`config.mk`:
```
export PLATFORM = sky130hd
export DESIGN_NAME = conv_top
export DESIGN_NICKNAME = d
export VERILOG_FILES = /design/src/design/cnn_pkg.sv /design/src/design/conv_top.sv /design/src/design/layer_alu.sv /design/src/design/layer_ctrl.sv /design/src/design/mem_unit.sv
export SDC_FILE = /design/constraint.sdc
export NUM_CORES = 2
export LEC_CHECK = 0
export BUFFER_PORTS_ARGS = -buffer_cell sky130_fd_sc_hd__buf_2
export CAP_MARGIN = 20
export CORE_UTILIZATION = 66
export DETAILED_ROUTE_END_ITERATION = 12
export PLACE_DENSITY_LB_ADDON = 0.2
export SYNTH_ARGS = -nofsm -noshare
export SYNTH_HDL_FRONTEND = slang
export SYNTH_SLANG_ARGS = --single-unit
```
`constraint.sdc`:
```
create_clock -name clk -period 11.5 [get_ports clk]
set_input_delay 2.3 -clock clk [delete_from_list [all_inputs] [get_ports clk]]
set_output_delay 2.3 -clock clk [all_outputs]
set_load 0.02 [all_outputs]
```
`src/design/cnn_pkg.sv`:
```
package cnn_pkg;

    //==========================================================================
    // Widths and image geometry
    //==========================================================================
    // Pixels are signed Q4.16
    localparam int data_w = 20;
    localparam int frac_w = 16;
    localparam int acc_w  = 44;
    localparam int addr_w = 12;

    localparam int img_w  = 64;
    localparam int pool_w = img_w / 2;
    localparam int taps   = 9;

    // Cycles per output pixel
    localparam int conv_steps = taps + 5;
    localparam int pool_taps  = 4;
    localparam int pool_steps = pool_taps + 2;

    //==========================================================================
    // Coefficients
    //==========================================================================
    // Row-major from the top-left tap
    localparam logic signed [data_w-1:0] kernel [taps] = '{
        20'h0A89E,
        20'h092D5,
        20'h06D43,
        20'h01004,
        20'hF8F71,
        20'hF6E54,
        20'hFA6D7,
        20'hFC834,
        20'hFAC19
    };

    localparam logic signed [data_w-1:0] conv_bias = 20'h01310;

    //==========================================================================
    // Types
    //==========================================================================
    typedef enum logic [1:0] {
        lay_idle,
        lay_conv,
        lay_pool
    } layer_e;

    typedef enum logic [2:0] {
        op_clear,
        op_mac,
        op_bias,
        op_round,
        op_relu,
        op_max,
        op_hold
    } alu_op_e;

    typedef enum logic [1:0] {
        sel_none,
        sel_l0,
        sel_l1
    } mem_sel_e;

    // Read for tap t travels with the operation for tap t-1
    typedef struct packed {
        layer_e             layer;
        logic               rd_en;
        logic signed [7:0]  rd_row;
        logic signed [7:0]  rd_col;
        alu_op_e            op;
        logic [3:0]         op_tap;
        logic               wr_en;
        logic [6:0]         wr_row;
        logic [6:0]         wr_col;
    } step_t;

endpackage

```
`src/design/conv_top.sv`:
```
`timescale 1ns/1ps

module conv_top import cnn_pkg::*;
(
    input  logic              clk,
    input  logic              reset,
    input  logic              ready,
    output logic              busy,
    output logic [addr_w-1:0] iaddr,
    input  logic [data_w-1:0] idata,
    output logic              crd,
    output logic [addr_w-1:0] caddr_rd,
    input  logic [data_w-1:0] cdata_rd,
    output logic              cwr,
    output logic [addr_w-1:0] caddr_wr,
    output logic [data_w-1:0] cdata_wr,
    output mem_sel_e          csel
);

    step_t                    step;
    logic signed [data_w-1:0] operand;
    logic        [data_w-1:0] result;

    // Sequencing of reads, ALU operations and writes
    layer_ctrl u_ctrl (
        .clk   (clk),
        .reset (reset),
        .ready (ready),
        .busy  (busy),
        .step  (step)
    );

    mem_unit u_mem (
        .clk      (clk),
        .reset    (reset),
        .step     (step),
        .idata    (idata),
        .cdata_rd (cdata_rd),
        .result   (result),
        .iaddr    (iaddr),
        .crd      (crd),
        .caddr_rd (caddr_rd),
        .cwr      (cwr),
        .caddr_wr (caddr_wr),
        .cdata_wr (cdata_wr),
        .csel     (csel),
        .operand  (operand)
    );

    layer_alu u_alu (
        .clk     (clk),
        .reset   (reset),
        .step    (step),
        .operand (operand),
        .result  (result)
    );

endmodule

```
`src/design/layer_alu.sv`:
```
`timescale 1ns/1ps

module layer_alu import cnn_pkg::*;
(
    input  logic                     clk,
    input  logic                     reset,
    input  step_t                    step,
    input  logic signed [data_w-1:0] operand,
    output logic        [data_w-1:0] result
);

    logic signed [acc_w-1:0]    acc;
    logic signed [acc_w-1:0]    acc_next;
    logic signed [acc_w-1:0]    opnd_ext;
    logic signed [2*data_w-1:0] product;
    logic        [data_w-1:0]   rounded;

    assign product  = operand * kernel[step.op_tap];
    assign opnd_ext = acc_w'(operand);

    // Q.32 product sum back to Q4.16, half rounds up
    assign rounded = acc[frac_w+data_w-1:frac_w] + data_w'(acc[frac_w-1]);

    //==========================================================================
    // Next accumulator value
    //==========================================================================
    always_comb
    begin
        case (step.op)
            op_clear:
            begin
                acc_next = '0;
            end
            op_mac:
            begin
                acc_next = acc + acc_w'(product);
            end
            op_bias:
            begin
                // Bias aligned to the product's fraction bits
                acc_next = acc + (acc_w'(conv_bias) <<< frac_w);
            end
            op_round:
            begin
                acc_next = acc_w'($signed(rounded));
            end
            op_relu:
            begin
                acc_next = (acc < 0) ? '0 : acc;
            end
            op_max:
            begin
                // First window value loads unconditionally
                if ((step.op_tap == 4'd0) || (opnd_ext > acc))
                    acc_next = opnd_ext;
                else
                    acc_next = acc;
            end
            default:
            begin
                acc_next = acc;
            end
        endcase
    end

    always_ff @(posedge clk or posedge reset)
    begin
        if (reset)
            acc <= '0;
        else
            acc <= acc_next;
    end

    assign result = acc[data_w-1:0];

endmodule

```
`src/design/layer_ctrl.sv`:
```
`timescale 1ns/1ps

module layer_ctrl import cnn_pkg::*;
(
    input  logic  clk,
    input  logic  reset,
    input  logic  ready,
    output logic  busy,
    output step_t step
);

    layer_e            layer_q;
    logic [3:0]        step_cnt;
    logic [3:0]        tap_cnt;
    logic [5:0]        row_cnt;
    logic [5:0]        col_cnt;
    logic              start;
    logic              rd_en;
    logic              last_step;
    logic              last_col;
    logic              last_row;
    logic              pix_end;
    logic signed [7:0] row_off;
    logic signed [7:0] col_off;

    assign start = (layer_q == lay_idle) && ready;

    assign last_step = (layer_q == lay_conv) ? (step_cnt == conv_steps - 1)
                                             : (step_cnt == pool_steps - 1);
    assign last_col  = (layer_q == lay_conv) ? (col_cnt == img_w - 1) : (col_cnt == pool_w - 1);
    assign last_row  = (layer_q == lay_conv) ? (row_cnt == img_w - 1) : (row_cnt == pool_w - 1);
    assign pix_end   = (layer_q != lay_idle) && last_step;

    assign rd_en = ((layer_q == lay_conv) && (step_cnt < taps)) ||
                   ((layer_q == lay_pool) && (step_cnt < pool_taps));

    //==========================================================================
    // Layer FSM and busy
    //==========================================================================
    always_ff @(posedge clk or posedge reset)
    begin
        if (reset)
        begin
            layer_q <= lay_idle;
            busy    <= 1'b0;
        end
        else
        begin
            // Stays high one cycle past the last pool write
            busy <= start || (layer_q != lay_idle);
            case (layer_q)
                lay_idle:
                begin
                    if (ready)
                        layer_q <= lay_conv;
                end
                lay_conv:
                begin
                    if (pix_end && last_col && last_row)
                        layer_q <= lay_pool;
                end
                lay_pool:
                begin
                    if (pix_end && last_col && last_row)
                        layer_q <= lay_idle;
                end
                default:
                begin
                    layer_q <= lay_idle;
                end
            endcase
        end
    end

    //==========================================================================
    // Step, tap and position counters
    //==========================================================================
    always_ff @(posedge clk or posedge reset)
    begin
        if (reset)
        begin
            step_cnt <= '0;
            tap_cnt  <= '0;
            row_cnt  <= '0;
            col_cnt  <= '0;
        end
        else
        begin
            // Tap read this cycle is the tap operated on next cycle
            if (rd_en)
                tap_cnt <= step_cnt;
            if (layer_q == lay_idle)
            begin
                step_cnt <= '0;
                row_cnt  <= '0;
                col_cnt  <= '0;
            end
            else
            begin
                step_cnt <= last_step ? 4'd0 : step_cnt + 4'd1;
                if (last_step)
                begin
                    if (last_col)
                    begin
                        col_cnt <= '0;
                        row_cnt <= last_row ? 6'd0 : row_cnt + 6'd1;
                    end
                    else
                    begin
                        col_cnt <= col_cnt + 6'd1;
                    end
                end
            end
        end
    end

    // Conv window offsets, row-major around the centre
    always_comb
    begin
        if (step_cnt < 3)
            row_off = -8'sd1;
        else if (step_cnt < 6)
            row_off = 8'sd0;
        else
            row_off = 8'sd1;
        case (step_cnt)
            4'd0, 4'd3, 4'd6: col_off = -8'sd1;
            4'd1, 4'd4, 4'd7: col_off = 8'sd0;
            default:          col_off = 8'sd1;
        endcase
    end

    //==========================================================================
    // Step word
    //==========================================================================
    always_comb
    begin
        step        = '0;
        step.layer  = layer_q;
        step.rd_en  = rd_en;
        step.op     = op_hold;
        step.op_tap = tap_cnt;
        step.wr_en  = pix_end;
        step.wr_row = {1'b0, row_cnt};
        step.wr_col = {1'b0, col_cnt};
        if (layer_q == lay_conv)
        begin
            step.rd_row = $signed({2'b00, row_cnt}) + row_off;
            step.rd_col = $signed({2'b00, col_cnt}) + col_off;
            if (step_cnt == 0)
                step.op = op_clear;
            else if (step_cnt <= taps)
                step.op = op_mac;
            else if (step_cnt == taps + 1)
                step.op = op_bias;
            else if (step_cnt == taps + 2)
                step.op = op_round;
            else if (step_cnt == taps + 3)
                step.op = op_relu;
        end
        else if (layer_q == lay_pool)
        begin
            // 2x2 window anchored at twice the output position
            step.rd_row = {2'b00, row_cnt[4:0], step_cnt[1]};
            step.rd_col = {2'b00, col_cnt[4:0], step_cnt[0]};
            if ((step_cnt >= 1) && (step_cnt <= pool_taps))
                step.op = op_max;
        end
    end

endmodule

```
`src/design/mem_unit.sv`:
```
`timescale 1ns/1ps

module mem_unit import cnn_pkg::*;
(
    input  logic                     clk,
    input  logic                     reset,
    input  step_t                    step,
    input  logic        [data_w-1:0] idata,
    input  logic        [data_w-1:0] cdata_rd,
    input  logic        [data_w-1:0] result,
    output logic        [addr_w-1:0] iaddr,
    output logic                     crd,
    output logic        [addr_w-1:0] caddr_rd,
    output logic                     cwr,
    output logic        [addr_w-1:0] caddr_wr,
    output logic        [data_w-1:0] cdata_wr,
    output mem_sel_e                 csel,
    output logic signed [data_w-1:0] operand
);

    logic conv_rd;
    logic pool_rd;
    logic out_of_img;
    logic pad_q;
    logic pool_q;

    assign conv_rd = step.rd_en && (step.layer == lay_conv);
    assign pool_rd = step.rd_en && (step.layer == lay_pool);

    // Border taps of the conv window fall outside the image
    assign out_of_img = ($signed(step.rd_row) < 0) || ($signed(step.rd_row) >= img_w) ||
                        ($signed(step.rd_col) < 0) || ($signed(step.rd_col) >= img_w);

    //==========================================================================
    // Addresses and strobes
    //==========================================================================
    assign iaddr = (conv_rd && !out_of_img) ? addr_w'(step.rd_row * img_w + step.rd_col)
                                            : '0;

    // Pool reads come from the 64-wide layer-0 result
    assign crd      = pool_rd;
    assign caddr_rd = pool_rd ? addr_w'(step.rd_row * img_w + step.rd_col) : '0;

    assign cwr      = step.wr_en;
    assign cdata_wr = result;

    always_comb
    begin
        if (!step.wr_en)
            caddr_wr = '0;
        else if (step.layer == lay_pool)
            caddr_wr = addr_w'(step.wr_row * pool_w + step.wr_col);
        else
            caddr_wr = addr_w'(step.wr_row * img_w + step.wr_col);
    end

    always_comb
    begin
        if (pool_rd)
            csel = sel_l0;
        else if (step.wr_en)
            csel = (step.layer == lay_pool) ? sel_l1 : sel_l0;
        else
            csel = sel_none;
    end

    //==========================================================================
    // Operand source, one cycle behind the read
    //==========================================================================
    always_ff @(posedge clk or posedge reset)
    begin
        if (reset)
        begin
            pad_q  <= 1'b0;
            pool_q <= 1'b0;
        end
        else
        begin
            pad_q  <= conv_rd && out_of_img;
            pool_q <= pool_rd;
        end
    end

    assign operand = pad_q ? '0 : (pool_q ? cdata_rd : idata);

endmodule

```
==> results.py <==
metrics = {
    "status": {
        "status": "completed",
    },
    "sta": {
        "final-hold-violation-count": 0,
        "finalCriticalPeriod_ps": 10180,
        "period_share_pct": 88.5,
        "rsz0062_at_grt": "no",
        "tightestPinTransition_ps": 1250,
        "finalMaxSlewViolations": 0,
        "relSlewSlack_pct": 16.3,
        "setup_viol": 0,
        "whs_ps": 539,
        "fin_skew_ps": 6.05,
        "fin_tns_setup_ps": 0,
        "fmax_mhz": 98.2,
    },
    "clocking": {
        "clk_path_buf_depth": 2,
        "cts_root_buf": "clkbuf_16",
        "holdBufCountCts": 0,
        "cts_post_setup_buffers_inserted": 0,
        "cts_tree": "done",
        "cts_sinks": 69,
        "htreeDepth": 3,
        "cts_resized": 0,
        "clkTransAtPathRegs_ps": 60,
        "numCtsBuffers": 9,
        "worstSkewPairLatency_ps": 350,
    },
    "drt": {
        "ant_nets": 0,
        "drtIter0Drc": 1496,
        "wire_per_inst_um": 19.7,
        "first_pass_iters": 6,
        "viasPerCell": 5.82,
        "num_vias": 19900,
        "drc_errors": 0,
        "wl_mm": 67.5,
    },
    "grt": {
        "grt_use_total_pct": 37.6,
        "grt_max_degree": 70,
        "overflow": 0,
        "antenna_found_initial": 0,
        "grt_first_pass_wirelength_mm": 111,
        "grt_pass1_vias": 21200,
    },
    "cells_and_area": {
        "antenna_cells": 0,
        "final_layout_size_suffix_gt1_share_pct": 7.00,
        "num-fill-cells": 2979,
        "syn2layout_area_growth_pct": 4.23,
        "fin_nets": 3706,
    },
    "logic_synthesis": {
        "synthCells": 2949,
        "synth-seq-cells": 69,
        "yosysTopAreaCell": "fa_1",
        "yosys_most_used_dff": "dfrtp_1",
        "async_flop_share_pct": 100,
        "synth.net_count": 3702,
        "synth_commonest_cells": "780 x inv_1, 495 x fa_1, 282 x nor2_1",
        "synth-edff-count": 0,
        "ys_seq_area_share_pct": 6.97,
        "syn_area_per_cell_um2": 8.40,
        "synth_most_common_cell": "inv_1",
        "synth_warnings": 0,
        "synth_top_cell_area_share_pct": 40.0,
        "syn_area_um2": 24800,
        "synth_cell_types": 68,
        "synth_area_leaders": "fa_1 40%, inv_1 12%, ha_1 11%",
    },
    "die": {
        "die_h_um": 196,
        "dieArea_um2": 38300,
        "num_io_pins": 104,
        "start_util_pct": 67.3,
        "die_w_um": 196,
        "coreArea_um2": 36800,
        "rows": 70,
    },
    "worst_setup_path": {
        "required_ps": 11710,
        "crit_path_end_kind": "flip-flop",
        "slowest_delay_ps": 710,
        "slowest_stage": "fa_1",
        "startpoint_type": "primary input",
        "path_class": "primary input to flip-flop",
        "path_max_fanout": 22,
        "cp_data_arrival_time_ps": 10390,
        "cpMostUsedCell": "inv_1",
    },
    "hold_path": {
        "min_path_type": "flip-flop to flip-flop",
    },
    "place": {
        "hpwl_mm": 56.8,
        "io_buffers": 103,
        "gp_congestion": 0.966,
    },
    "job": {
        "maxCapViolCount": 0,
    },
}
layer usage:
layer  track usage [%]  part of all wire [%]
met1              49.1                    39
met2              62.6                    48
met3              8.05                   9.2
met4              13.0                   4.1
met5                 0                     0
cell type report:
| type | count | area, µm² | area share [%] |
|---|---|---|---|
| Multi-Input combinational cell | 1956 | 19500 | 75.4 |
| Sequential cell | 69 | 1730 | 6.69 |
| Clock buffer | 9 | 225 | 0.872 |
| Tap cell | 468 | 586 | 2.27 |
| Timing Repair Buffer | 136 | 803 | 3.11 |
| Clock inverter | 7 | 76.3 | 0.296 |
| Inverter | 781 | 2930 | 11.4 |
worst paths after layout:
| check | to | from | slack [ps] | cells past startpoint |
|---|---|---|---|---|
| worst max register to register | u_alu.acc[42] | u_ctrl.tap_cnt[0] | 1840 | 27 |
| min in group asynchronous | u_ctrl.busy | reset | 2230 | 3 |
| worst min-delay path | u_alu.acc[38] | u_alu.acc[38] | 540 | 1 |
| worst min register to register | u_alu.acc[38] | u_alu.acc[38] | 540 | 1 |
| max in group asynchronous | u_alu.acc[12] | reset | 8660 | 3 |
| worst max-delay path | u_alu.acc[42] | cdata_rd[19] | 1320 | 29 |
per-stage QoR:
step | area, µm² | instances | util [%] | setup slack (ps)
CTS | 25800 | 3425 | 70.1 | 1320
global placement | 25500 | 3408 | 69.2 | 1160
detailed placement | 25500 | 3409 | 69.3 | 986
global route | 25800 | 3426 | 70.2 | 907
floorplan | 24800 | 2949 | - | 667
finish | 25800 | 3426 | 70.2 | 1320
placed cells by master (no fill, tap or decap), drive strengths merged, types with 31 or more instances in the layout:
cell and n:
o21ai 89, a21oi 99, nand3 43, ha 215, xnor2 71, mux2i 41, nor2 283, inv 780
dfrtp 69, nor3 31, nand2 276, fa 495, buf 136
worst max-delay path, delay by kind of cell:
family | cells | cell delay (ps)
AOI/OAI and AO/OA | 4 | 820
xor gates and xnor gates | 1 | 130
adders and majority gates | 8 | 3870
buffers and inverters | 8 | 1210
muxes | 1 | 60
and+or+nand+nor | 7 | 1990
cell families (layout without fill, tap and decap cells):
kind of cell,after synthesis,in the layout,synth area share [%]
buffers and inverters,924,933,14.5
and+or+nand+nor,760,760,13.4
adders and majority gates,710,710,50.9
AOI/OAI and AO/OA,339,339,8.83
xor gates and xnor gates,101,101,3.57
DFF,69,69,6.97
muxes,46,46,1.88
state kept, by name, summed over array words and instances, names as in the netlist:
signal,flops
u_ctrl.col_cnt,6
u_ctrl.tap_cnt,4
u_alu.acc,44
u_ctrl.step_cnt,4
u_ctrl.row_cnt,6
u_mem.pool_q,1
u_ctrl.busy,1
u_mem.pad_q,1
u_ctrl.layer_q,2
Power is not shown: default switching activity piles up to over one toggle a cycle in this logic, so the estimate is an artifact.
